## config.mk

```make
export PLATFORM = sky130hd
export DESIGN_NAME = waySteering
export DESIGN_NICKNAME = d
export VERILOG_FILES = /design/src/source/waySteering.sv
export VERILOG_INCLUDE_DIRS = /design/src /design/src/source
export SDC_FILE = /design/constraint.sdc
export NUM_CORES = 1
export LEC_CHECK = 0
export BUFFER_PORTS_ARGS = -buffer_cell sky130_fd_sc_hd__buf_2
export CAP_MARGIN = 5
export CORE_ASPECT_RATIO = 0.7
export CORE_MARGIN = 1
export CORE_UTILIZATION = 28
export CTS_CLUSTER_DIAMETER = 150
export DETAILED_ROUTE_END_ITERATION = 16
export GPL_ROUTABILITY_DRIVEN = 0
export GPL_TIMING_DRIVEN = 0
export PLACE_DENSITY = 0.82
export SLEW_MARGIN = 40
export SYNTH_ARGS = -nofsm -noshare
export SYNTH_HDL_FRONTEND = slang
export SYNTH_SLANG_ARGS = --single-unit
```

## constraint.sdc

```tcl
create_clock -name clk -period 1.4 [get_ports clk]
set_input_delay 0.14 -clock clk [delete_from_list [all_inputs] [get_ports clk]]
set_output_delay 0.14 -clock clk [all_outputs]
set_load 0.01 [all_outputs]
```

## src/source/memSystem_defines.svh

```systemverilog
// sizes are fixed by the 16-bit address split and the FSM assumes a read latency of 2
`ifndef MEM_SYSTEM_DEFINES_SVH
`define MEM_SYSTEM_DEFINES_SVH

// ##############################
// bus widths
// ##############################

// data word on the request side and the memory side
`define MS_DATA_W 16

// ##############################
// address split tag | index | offset
// ##############################

// tag bits above the set index
`define MS_TAG_W 5
// 256 sets per way
`define MS_INDEX_W 8
// byte offset within a line and bit 0 is ignored
`define MS_OFFSET_W 3
// words in one line
`define MS_WORDS 4

// fixed main memory read latency in cycles
`define MS_READ_LAT 2

`endif

```

## src/source/waySteering.sv

```systemverilog
// two-way selection and steering that relies on lockWay pulsing before any way write
`timescale 1ns/1ps
`include "memSystem_defines.svh"

module waySteering (
   input  logic                  clk,
   input  logic                  arstN,
   input  logic                  lockWay,
   input  logic                  complete,
   input  logic                  wayWrite,
   input  logic                  fill,
   input  logic                  hit0,
   input  logic                  hit1,
   input  logic                  valid0,
   input  logic                  valid1,
   input  logic                  dirty0,
   input  logic                  dirty1,
   input  logic [`MS_TAG_W-1:0]  tag0,
   input  logic [`MS_TAG_W-1:0]  tag1,
   input  logic [`MS_DATA_W-1:0] word0,
   input  logic [`MS_DATA_W-1:0] word1,
   input  logic [`MS_DATA_W-1:0] dataIn,
   input  logic [`MS_DATA_W-1:0] memData,
   output logic                  anyHit,
   output logic                  victimDirty,
   output logic [`MS_TAG_W-1:0]  victimTag,
   output logic [`MS_DATA_W-1:0] evictWord,
   output logic [`MS_DATA_W-1:0] dataOut,
   output logic                  write0,
   output logic                  write1,
   output logic [`MS_DATA_W-1:0] writeData0,
   output logic [`MS_DATA_W-1:0] writeData1
);

   logic                  victimPtr;
   logic                  heldWay;
   logic                  pickWay;
   logic [`MS_DATA_W-1:0] heldWord;
   logic [`MS_DATA_W-1:0] wayData;

   // hit first, then a free way, then the pointer
   always_comb begin
      if (hit0) begin
         pickWay = 1'b0;
      end else if (hit1) begin
         pickWay = 1'b1;
      end else if (!valid0) begin
         pickWay = 1'b0;
      end else if (!valid1) begin
         pickWay = 1'b1;
      end else begin
         pickWay = victimPtr;
      end
   end

   // way is frozen for the whole request
   // pointer flips once per finished request
   always_ff @(posedge clk or negedge arstN) begin
      if (!arstN) begin
         heldWay   <= 1'b0;
         victimPtr <= 1'b0;
      end else begin
         if (lockWay) begin
            heldWay <= pickWay;
         end
         if (complete) begin
            victimPtr <= ~victimPtr;
         end
      end
   end

   assign anyHit      = hit0 | hit1;
   assign victimDirty = heldWay ? (valid1 & dirty1) : (valid0 & dirty0);
   assign victimTag   = heldWay ? tag1 : tag0;

   // held way feeds both the requester and the write-back path
   assign heldWord  = heldWay ? word1 : word0;
   assign evictWord = heldWord;
   assign dataOut   = heldWord;

   // only the held way gets written
   assign write0 = wayWrite & ~heldWay;
   assign write1 = wayWrite & heldWay;

   // memory word during a fill and request word otherwise
   assign wayData    = fill ? memData : dataIn;
   assign writeData0 = wayData;
   assign writeData1 = wayData;

endmodule

```

==> flow_metrics.env <==
export IMPL_met2_usage_pct=43.3
export IMPL_worst_clock_skew_ns=0.00317
export IMPL_n_antenna_cell=0
export IMPL_power_frac_comb_pct=78.9
export IMPL_final_nets=342
export IMPL_synth_seq_cells=2
export IMPL_reg2reg_to="heldWay$_DFFE_PN0P_"
export IMPL_hold_ws_ns=0.121
export IMPL_cp_start_kind="register"
export IMPL_r2r_start="heldWay$_DFFE_PN0P_"
export IMPL_seqPwrFrac_pct=5.9
export IMPL_yosysSeqAreaShare_pct=5.33
export IMPL_drtIter0Drc=27
export IMPL_drc_errors=6
export IMPL_crit_path_max_incr_delay_ns=0.36
export IMPL_cts_inserted_buffers=3
export IMPL_cts_clk_slew_worst_paths_ns=0.03
export IMPL_cts_num_sinks=2
export IMPL_htree_levels=1
export IMPL_initial_core_util_pct=29.6
export IMPL_vdd_drop_max_v=0.000610
export IMPL_rows=17
export IMPL_critPathRequiredTime_ns=1.26
export IMPL_grt_busiest_layer="met2"
export IMPL_switching_share_pct=32.3
export IMPL_io_pins=159
export IMPL_avgSynthCellArea_um2=10.5
export IMPL_fin_crit_ns=1.54
export IMPL_netlist_area_um2=938
export IMPL_ff2ff_setup_slack_ns=0.27
export IMPL_tightest_slew_ns=0.166
export IMPL_final_layout_size_suffix_gt1_share_pct=94.1
export IMPL_switchingPower_mw=0.475
export IMPL_slew_violations=0
export IMPL_ant_nets=0
export IMPL_clock_fmax_mhz=649
export IMPL_r2r_cells=5
export IMPL_grt_pass1_wl_um=5510
export IMPL_grt_pass1_vias=1210
export IMPL_crit_path_end_kind="output port"
export IMPL_core_area_um2=3170
export IMPL_min_to="victimPtr$_DFFE_PN0P_"
export IMPL_globalRouteMet1Util_pct=18.6
export IMPL_tritoncts="built"
export IMPL_violations="DRC, setup timing"
export IMPL_cpMostUsedCell="buf_6"
export IMPL_crit_type="reg2out"
export IMPL_hp_class="in2reg"
export IMPL_maxCapViolCount=0
export IMPL_grt_use_met3_pct=3.41
export IMPL_power_density_nw_per_um2=672
export IMPL_internal_power_mw=0.998
export IMPL_synth_distinct_cells=16
export IMPL_die_h_um=50.4
export IMPL_relSlewSlack_pct=88.9
export IMPL_grt_setup_unrepaired="yes"
export IMPL_vias=1253
export IMPL_crit_family="buffers and inverters"
export IMPL_clkPwrFrac_pct=15.2
export IMPL_antenna_found_initial=0
export IMPL_viasPerCell=4.29
export IMPL_grt_total_usage_pct=20.6
export IMPL_hold_depth=2
export IMPL_min_from="complete"
export IMPL_cts_path_max_buffers=2
export IMPL_final_hold_violation_count=0
export IMPL_cp_arrival_ns=1.40
export IMPL_finalSetupViolations=37
export IMPL_gr_total_overflow=0
export IMPL_area_growth_pct=134
export IMPL_avgRoutedWirePerCell_um=13.9
export IMPL_dieArea_um2=3590
export IMPL_clock_latency_ns=0.21
export IMPL_grt_max_degree=11
export IMPL_slowest_stage="dfrtp_1"
export IMPL_fin_util_pct=69.2
export IMPL_setup_ws_ns=-0.141
export IMPL_cts_root_buf="clkbuf_8"
export IMPL_dr_pass1_iters=10
export IMPL_cp_num_buf_inv=4
export IMPL_port_buffer_count=157
export IMPL_leakagePower_nw=1.29
export IMPL_status="finished, violations left"
export IMPL_synth_nets=175
export IMPL_finalCritPeriodShare_pct=110
export IMPL_finalWirelength_um=4070
export IMPL_dp_hpwl_um=3090
export IMPL_die_width_um=71.2
export IMPL_crit_chain="buf_6, buf_16, mux2_4, buf_6, buf_6"
export IMPL_synthCells=89
export IMPL_cp_max_fo=5
export IMPL_yosys_warnings=0
[metal layers]
layer  wire length [um]  vias to the layer above
li1                   -                      604
met4                 96                        0
met2               2400                       63
met5                  0                        -
met1               1340                      576
met3                233                       10
[timing repair]
| item | in CTS | in global routing |
|---|---|---|
| setup buffers | 3 | 0 |
| pin swaps | 0 | 1 |
| resized for setup | 43 | 18 |
| endpoints found under the setup margin | 31 | 39 |
| cloned | 1 | 0 |
| hold buffers | 1 | 0 |
| hold endpoints to repair | 2 | 0 |
[Yosys cell counts]
cell     instances  share of area (%)
buf_12           1                2.1
o21ai_0          3                1.6
nor2b_1          1               0.67
mux2_4          25                 40
and2_1           1               0.67
buf_4           32                 26
a31oi_1          1               0.67
nand2_1          2               0.80
buf_6            3                3.6
or2_2            1               0.67
nand3_1          1               0.53
inv_1            2               0.80
xor2_1           1               0.93
mux2_2          12                 14
buf_8            1                1.6
dfrtp_1          2                5.3
[layout make-up]
cell class / count / area [um^2]
plain buffers: 37 / 373
clock buffers: 3 / 41.3
fillers: 260 / 976
inverters: 2 / 7.51
multi-input cells: 48 / 591
flip-flops and latches: 2 / 50.0
well taps: 38 / 47.5
repair buffers: 162 / 1080
[cell families (layout without fill, tap and decap cells)]
group | count (synthesis) | in the layout | synth area share [%]
AOI/OAI and AO/OA | 4 | 4 | 2.27
xor gates and xnor gates | 1 | 1 | 0.934
buffers and inverters | 39 | 204 | 33.7
DFF | 2 | 2 | 5.33
muxes | 37 | 37 | 54.4
and+or+nand+nor | 6 | 6 | 3.33
[registers in the layout, summed over array words and instances (netlist names)]
| signal | count |
|---|---|
| heldWay | 1 |
| victimPtr | 1 |
[how the worst max path moves through the flow]
stage                                   start            to  slack [ns]  cells past startpoint
after detailed placement  heldWay$_DFFE_PN0P_  evictWord[2]        0.05                      5
after floorplan           heldWay$_DFFE_PN0P_  evictWord[0]        0.17                      4
after CTS                 heldWay$_DFFE_PN0P_  evictWord[2]       -0.13                      5
after global routing      heldWay$_DFFE_PN0P_  evictWord[4]       -0.17                      5
final                     heldWay$_DFFE_PN0P_  evictWord[4]       -0.14                      5
after global placement    heldWay$_DFFE_PN0P_  evictWord[5]        0.06                      5
[cells in the final DEF, fill, tap and decap left out, drive strengths merged]
cell type    count
nor2b            1
buf            198
mux2            37
nand2            2
inv              2
xor2             1
dfrtp            2
o21ai            3
nand3            1
clkbuf           3
and2             1
a31oi            1
or2              1
dlygate4sd3      1
[power by group through the flow]
| stage | clock network, mW | logic (mW) | registers, mW |
|---|---|---|---|
| 4_1_cts | 0.231 | 1.08 | 0.0871 |
| 3_3_place_gp | 0 | 0.853 | 0.0883 |
| 6_report | 0.225 | 1.16 | 0.0868 |
| 5_1_grt | 0.243 | 1.23 | 0.0909 |
| 3_5_place_dp | 0 | 0.869 | 0.0875 |
| 2_1_floorplan | 0 | 0.537 | 0.0864 |
[per-stage QoR]
| step | total power, mW | cell area (um^2) | setup TNS [ns] | setup WS, ns | std cells |
|---|---|---|---|---|---|
| final | 1.47 | 2190 | -2.62 | -0.141 | 292 |
| after global routing | 1.56 | 2190 | -3.91 | -0.175 | 292 |
| after CTS | 1.40 | 2100 | -2.88 | -0.130 | 292 |
| after detailed placement | 0.957 | 1770 | 0 | 0.0519 | 284 |
| after global placement | 0.942 | 1770 | 0 | 0.0606 | 284 |
| after floorplan | 0.623 | 938 | 0 | 0.175 | 89 |
Note: power is estimated with default switching activity, not from simulation.
