**src/source/memSystem_defines.svh**
```systemverilog
// sizes are fixed by the 16-bit address split and the FSM assumes a read latency of 2
`ifndef MEM_SYSTEM_DEFINES_SVH
`define MEM_SYSTEM_DEFINES_SVH

// ##############################
// bus widths
// ##############################

// data word on the request side and the memory side
`define MS_DATA_W 16

// ##############################
// address split tag | index | offset
// ##############################

// tag bits above the set index
`define MS_TAG_W 5
// 256 sets per way
`define MS_INDEX_W 8
// byte offset within a line and bit 0 is ignored
`define MS_OFFSET_W 3
// words in one line
`define MS_WORDS 4

// fixed main memory read latency in cycles
`define MS_READ_LAT 2

`endif

```
**src/source/memSystemPkg.sv**
```systemverilog
// address layout shared by cache, memory and testbench with widths from the defines header
`include "memSystem_defines.svh"

package memSystemPkg;

   // ##############################
   // address word views
   // ##############################

   // cache view of a byte address
   // tag sits on top and offset at the bottom
   typedef struct packed {
      logic [`MS_TAG_W-1:0]    tag;
      logic [`MS_INDEX_W-1:0]  index;
      logic [`MS_OFFSET_W-1:0] offset;
   } addrFields_s;

   // one 16-bit word decoded two ways
   // raw is what main memory sees
   // fields is what the cache ways see
   typedef union packed {
      logic [`MS_TAG_W+`MS_INDEX_W+`MS_OFFSET_W-1:0] raw;
      addrFields_s                                   fields;
   } addrWord_u;

endpackage

```
**src/source/cacheController.sv**
```systemverilog
// request FSM for a fixed two-cycle memory with no stall and a request held level until done
`timescale 1ns/1ps
`include "memSystem_defines.svh"

module cacheController import memSystemPkg::*; (
   input  logic                 clk,
   input  logic                 arstN,
   input  addrWord_u            addr,
   input  logic                 rd,
   input  logic                 wr,
   input  logic                 anyHit,
   input  logic                 victimDirty,
   input  logic [`MS_TAG_W-1:0] victimTag,
   output logic                 done,
   output logic                 stall,
   output logic                 cacheHit,
   output logic                 lockWay,
   output logic                 complete,
   output logic                 wayEnable,
   output logic                 compare,
   output logic                 wayWrite,
   output logic                 fill,
   output addrWord_u            lineAddr,
   output logic                 memRd,
   output logic                 memWr,
   output addrWord_u            memAddr
);

   // ##############################
   // state codes
   // ##############################

   localparam logic [3:0] stIdle       = 4'd0;
   localparam logic [3:0] stCompRd     = 4'd1;
   localparam logic [3:0] stCompWr     = 4'd2;
   localparam logic [3:0] stFinalWr    = 4'd3;
   // evict states 4..7 so the low bits are the word
   localparam logic [3:0] stEvict0     = 4'd4;
   localparam logic [3:0] stEvict1     = 4'd5;
   localparam logic [3:0] stEvict2     = 4'd6;
   localparam logic [3:0] stEvict3     = 4'd7;
   localparam logic [3:0] stRead0      = 4'd8;
   localparam logic [3:0] stRead1      = 4'd9;
   localparam logic [3:0] stWriteDone  = 4'd10;
   localparam logic [3:0] stDone       = 4'd11;
   // fill states 12..15 so the low bits again give the word
   localparam logic [3:0] stRead2Fill0 = 4'd12;
   localparam logic [3:0] stRead3Fill1 = 4'd13;
   localparam logic [3:0] stFill2      = 4'd14;
   localparam logic [3:0] stFill3      = 4'd15;

   logic [3:0] state;
   logic [3:0] nextState;
   logic [3:0] reqState;
   logic       reqValid;
   logic       lineStep;
   logic       useVictimTag;
   logic [1:0] memWord;

   // exactly one of rd and wr makes a request
   assign reqValid = rd ^ wr;
   assign reqState = rd ? stCompRd : stCompWr;

   always_ff @(posedge clk or negedge arstN) begin
      if (!arstN) begin
         state <= stIdle;
      end else begin
         state <= nextState;
      end
   end

   always_comb begin
      nextState    = state;
      done         = 1'b0;
      stall        = 1'b1;
      cacheHit     = 1'b0;
      lockWay      = 1'b0;
      complete     = 1'b0;
      wayEnable    = 1'b1;
      compare      = 1'b0;
      wayWrite     = 1'b0;
      fill         = 1'b0;
      memRd        = 1'b0;
      memWr        = 1'b0;
      lineStep     = 1'b0;
      useVictimTag = 1'b0;
      memWord      = 2'd0;
      case (state)
         stIdle: begin
            stall     = 1'b0;
            wayEnable = reqValid;
            lockWay   = reqValid;
            nextState = reqValid ? reqState : stIdle;
         end
         stCompRd, stCompWr: begin
            // write lands only if the held way hits
            compare   = 1'b1;
            wayWrite  = (state == stCompWr);
            nextState = anyHit ? stDone : (victimDirty ? stEvict0 : stRead0);
         end
         stEvict0, stEvict1, stEvict2, stEvict3: begin
            // push the dirty victim out a word per cycle
            memWr        = 1'b1;
            lineStep     = 1'b1;
            useVictimTag = 1'b1;
            memWord      = state[1:0];
            nextState    = (state == stEvict3) ? stRead0 : state + 4'd1;
         end
         stRead0, stRead1: begin
            // ways idle while the first reads are in flight
            wayEnable = 1'b0;
            memRd     = 1'b1;
            memWord   = state[1:0];
            nextState = (state == stRead0) ? stRead1 : stRead2Fill0;
         end
         stRead2Fill0, stRead3Fill1: begin
            // last two reads overlap the first two fill writes
            memRd     = 1'b1;
            memWord   = {1'b1, state[0]};
            wayWrite  = 1'b1;
            fill      = 1'b1;
            lineStep  = 1'b1;
            nextState = state + 4'd1;
         end
         stFill2, stFill3: begin
            wayWrite  = 1'b1;
            fill      = 1'b1;
            lineStep  = 1'b1;
            // write miss still owes its word
            nextState = (state == stFill2) ? stFill3 : (wr ? stFinalWr : stWriteDone);
         end
         stFinalWr: begin
            compare   = 1'b1;
            wayWrite  = 1'b1;
            nextState = stWriteDone;
         end
         stWriteDone, stDone: begin
            // a new request chains straight in from here
            done      = 1'b1;
            stall     = 1'b0;
            cacheHit  = (state == stDone);
            complete  = 1'b1;
            lockWay   = reqValid;
            nextState = reqValid ? reqState : stIdle;
         end
         default: begin
            nextState = stIdle;
         end
      endcase
   end

   // ##############################
   // address steering
   // ##############################

   always_comb begin
      lineAddr = addr;
      // evict and fill walk the line word by word
      if (lineStep) begin
         lineAddr.fields.offset = {state[1:0], 1'b0};
      end
      memAddr = addr;
      memAddr.fields.offset = {memWord, 1'b0};
      // write-back goes to where the victim came from
      if (useVictimTag) begin
         memAddr.fields.tag = victimTag;
      end
   end

endmodule

```
**config.mk**
```make
export PLATFORM = sky130hd
export DESIGN_NAME = cacheController
export DESIGN_NICKNAME = d
export VERILOG_FILES = /design/src/source/memSystemPkg.sv /design/src/source/cacheController.sv
export VERILOG_INCLUDE_DIRS = /design/src /design/src/source
export SDC_FILE = /design/constraint.sdc
export NUM_CORES = 1
export LEC_CHECK = 0
export ABC_CLOCK_PERIOD_IN_PS = 1800
export BUFFER_PORTS_ARGS = -buffer_cell sky130_fd_sc_hd__buf_2
export CELL_PAD_IN_SITES_DETAIL_PLACEMENT = 2
export CELL_PAD_IN_SITES_GLOBAL_PLACEMENT = 2
export CORE_MARGIN = 2
export CORE_UTILIZATION = 17
export DETAILED_ROUTE_END_ITERATION = 16
export HOLD_SLACK_MARGIN = 0.12
export PLACE_DENSITY_LB_ADDON = 0.1
export SYNTH_ARGS = -nofsm -noshare
export SYNTH_HDL_FRONTEND = slang
export SYNTH_SLANG_ARGS = --single-unit
```
**constraint.sdc**
```tcl
create_clock -name clk -period 1.8 [get_ports clk]
set_input_delay 0.09 -clock clk [delete_from_list [all_inputs] [get_ports clk]]
set_output_delay 0.09 -clock clk [all_outputs]
set_load 0.02 [all_outputs]
```
==> results_dict.tcl <==
set metrics [dict create \
    outcome "finished with violations" \
    violations "negative setup slack" \
    final_util_pct 26.6 \
    synth_edf_count 0 \
    place_inst 206 \
    antenna_found_initial 0 \
    cp_data_arrival_time_ns 1.87 \
    synth_top_family_by_area "buffers and inverters" \
    avgSynthCellArea_um2 7.55 \
    layout-drive-gt1-share_pct 58.5 \
    fin_cells 214 \
    synth.ff_latch_count 4 \
    dieArea_mm2 0.00556 \
    setup_ws_ns -0.160 \
    fin_crit_ns 1.96 \
    synth-xor-area-share_pct 0 \
    ios 70 \
    die_h_um 74.5 \
    grt_pass1_wl_um 4800 \
    slew_headroom_pct 65.4 \
    cts-htree-levels 1 \
    regMostFlops "state" \
    fmax_ghz 0.510 \
    synth_top_area_cell "buf_4" \
    syn_area_um2 846 \
    core_mm2 0.00475 \
    area_growth_pct 49.3 \
    synthMuxAreaShare_pct 6.66 \
    dp_hpwl_um 2420 \
    rows 25 \
    cp.required_ns 1.71 \
    drc 0 \
    finalHoldViolations 0 \
    place_congestion 0.796 \
    grt_usage_pct 11.3 \
    synth_compound_area_share_pct 25.3 \
    finalSetupViolations 12 \
    via_per_inst 4.36 \
    ys_seq_area_share_pct 11.8 \
    synth.area.top_cells "buf_4 20%, dfrtp_1 12%, ha_1 8.9%" \
    synthFlopType "dfrtp_1" \
    nNetsFinal 182 \
    numCtsBuffers 3 \
    cts_root_buf "clkbuf_8" \
    hp-class "input pin to primary output" \
    vias 932 \
    synth_cells 112 \
    p_per_area_mw_per_mm2 2080 \
    startpoint_type "flop" \
    end_kind "primary output" \
    portBuffers 44 \
    finalInstanceArea_mm2 0.00126 \
    antenna_left 0 \
    tritoncts "done" \
    finalPower_mw 2.63 \
    antenna_cells 0 \
    worstMarginPinSlew_ns 0.519 \
    wl_per_cell_um 14.3 \
    grt_pass1_vias 973 \
    hold_slack_ns 0.180 \
    vdd_drop_max_mv 0.444 \
    syn_nets 145 \
    path_max_fanout 4 \
    yosysTopAreaCellShare_pct 20.4 \
    fin_skew_ns 0.00791 \
    cap_violations 0 \
    clk_transition_reported_paths_ns 0.04 \
    dp_slack_ns -0.121 \
    synthSimpleGateAreaFrac_pct 18.5 \
    finalCritPeriodShare_pct 109 \
    reg_top3 "state (4)" \
    synth_fa_ha_area_share_pct 8.88 \
    cts_sinks 4 \
    gr-total-overflow 0 \
    first_pass_iters 4 \
    initial_core_util_pct 17.8 \
    place_area_mm2 0.00107 \
    worstSetupPathType "flop to primary output" \
    finalSetupTns_ns -1.51 \
    drt_wl_total_um 3050 \
    ys_warn_count 0 \
    slew_violations 0 \
    drt_iter0_drc 18 \
    yosys.cell_types.count 35 \
    clk_latency_ns 0.22 \
    rsz0062_at_grt "yes" \
    async_flop_share_pct 100 \
    die_w_um 74.5 \
    largest_reg_flops 4 \
    grt_max_degree 14 \
    clk_path_buf_depth 2 \
    leakagePower_nw 0.599 \
]
[area by class of cell]
cell class / count / area [um^2]
Clock buffer: 3 / 41.3
Fill cell: 585 / 3490
Inverter: 8 / 32.5
Multi-Input combinational cell: 69 / 563
Sequential cell: 4 / 103
Tap cell: 67 / 83.8
Timing Repair Buffer: 63 / 439
[cell usage after synthesis, types with 3 or more instances]
library cell,number
a211o_1,3
ha_1,6
buf_4,23
nor3_1,6
nor2_1,7
a21oi_1,3
dfrtp_1,4
mux2_2,5
nand2_1,5
inv_1,8
o21ai_0,7
buf_2,6
[what timing repair did]
item	in CTS	in global routing
resized for setup	27	8
hold endpoints to repair	4	0
pin swaps	7	0
hold buffers	1	0
setup buffers	4	1
endpoints found under the setup margin	18	16
[cells by family (layout without fill, tap and decap cells)]
logic type / after synthesis / after routing
AND/OR/NAND/NOR: 30 / 30
adder cells (fa/ha/maj): 6 / 6
AO/OA/AOI/OAI: 27 / 27
buffers and inverters: 39 / 74
flip-flops: 4 / 4
other: 1 / 1
multiplexers: 5 / 5
[critical path, cell delays in order, from the launching register on]
cell	delay, ns
dfrtp_2	0.41
inv_4	0.07
ha_4	0.17
o41ai_4	0.41
buf_4	0.20
nor2_4	0.04
or2_4	0.23
buf_6	0.13
[power by group]
part / internal, mW / switching [mW] / leakage (nW)
combinational: 1.01 / 1.17 / 0.533
clock: 0.143 / 0.0487 / 0.0216
sequential: 0.143 / 0.117 / 0.0445
total: 1.30 / 1.33 / 0.599
[routing by layer]
layer,up-vias,part of all wire (%),track usage [%]
met3,2,4.9,2.17
met1,466,40,12.4
met4,0,0.16,0.992
li1,438,-,-
met2,26,55,22.9
met5,-,0,0
[worst paths after layout]
kind,cells past startpoint,slack [ns],end,startpoint
setup / recovery,7,-0.16,wayWrite,state[1]
hold / removal,0,0.18,lineAddr[8],addr[8]
setup reg to reg,7,0.11,state[0],state[1]
hold reg to reg,2,0.78,state[3],state[2]
max in group asynchronous,2,1.45,state[1],arstN
min in group asynchronous,2,0.21,state[0],arstN
[cells in the final DEF, fill, tap and decap left out, drive strengths merged]
cell type and instances:
a2111o 1, nand2 5, clkbuf 3, o41ai 1, o22ai 1, and2 1
a21oi 3, o211ai 1, dfrtp 4, o21a 2, and4b 1, a211o 3
nor2 8, and3 1, o21ai 7, a311o 1, a22o 1, o221ai 1
mux2 5, buf 62, nor2b 2, nand3 2, dlygate4sd3 1, conb 1
nand2b 1, o31a 1, nand4 1, a311oi 1, o2111ai 2, nor3 6
o31ai 1, inv 8, or2 2, ha 6
Note: power is estimated with default switching activity, not from simulation.
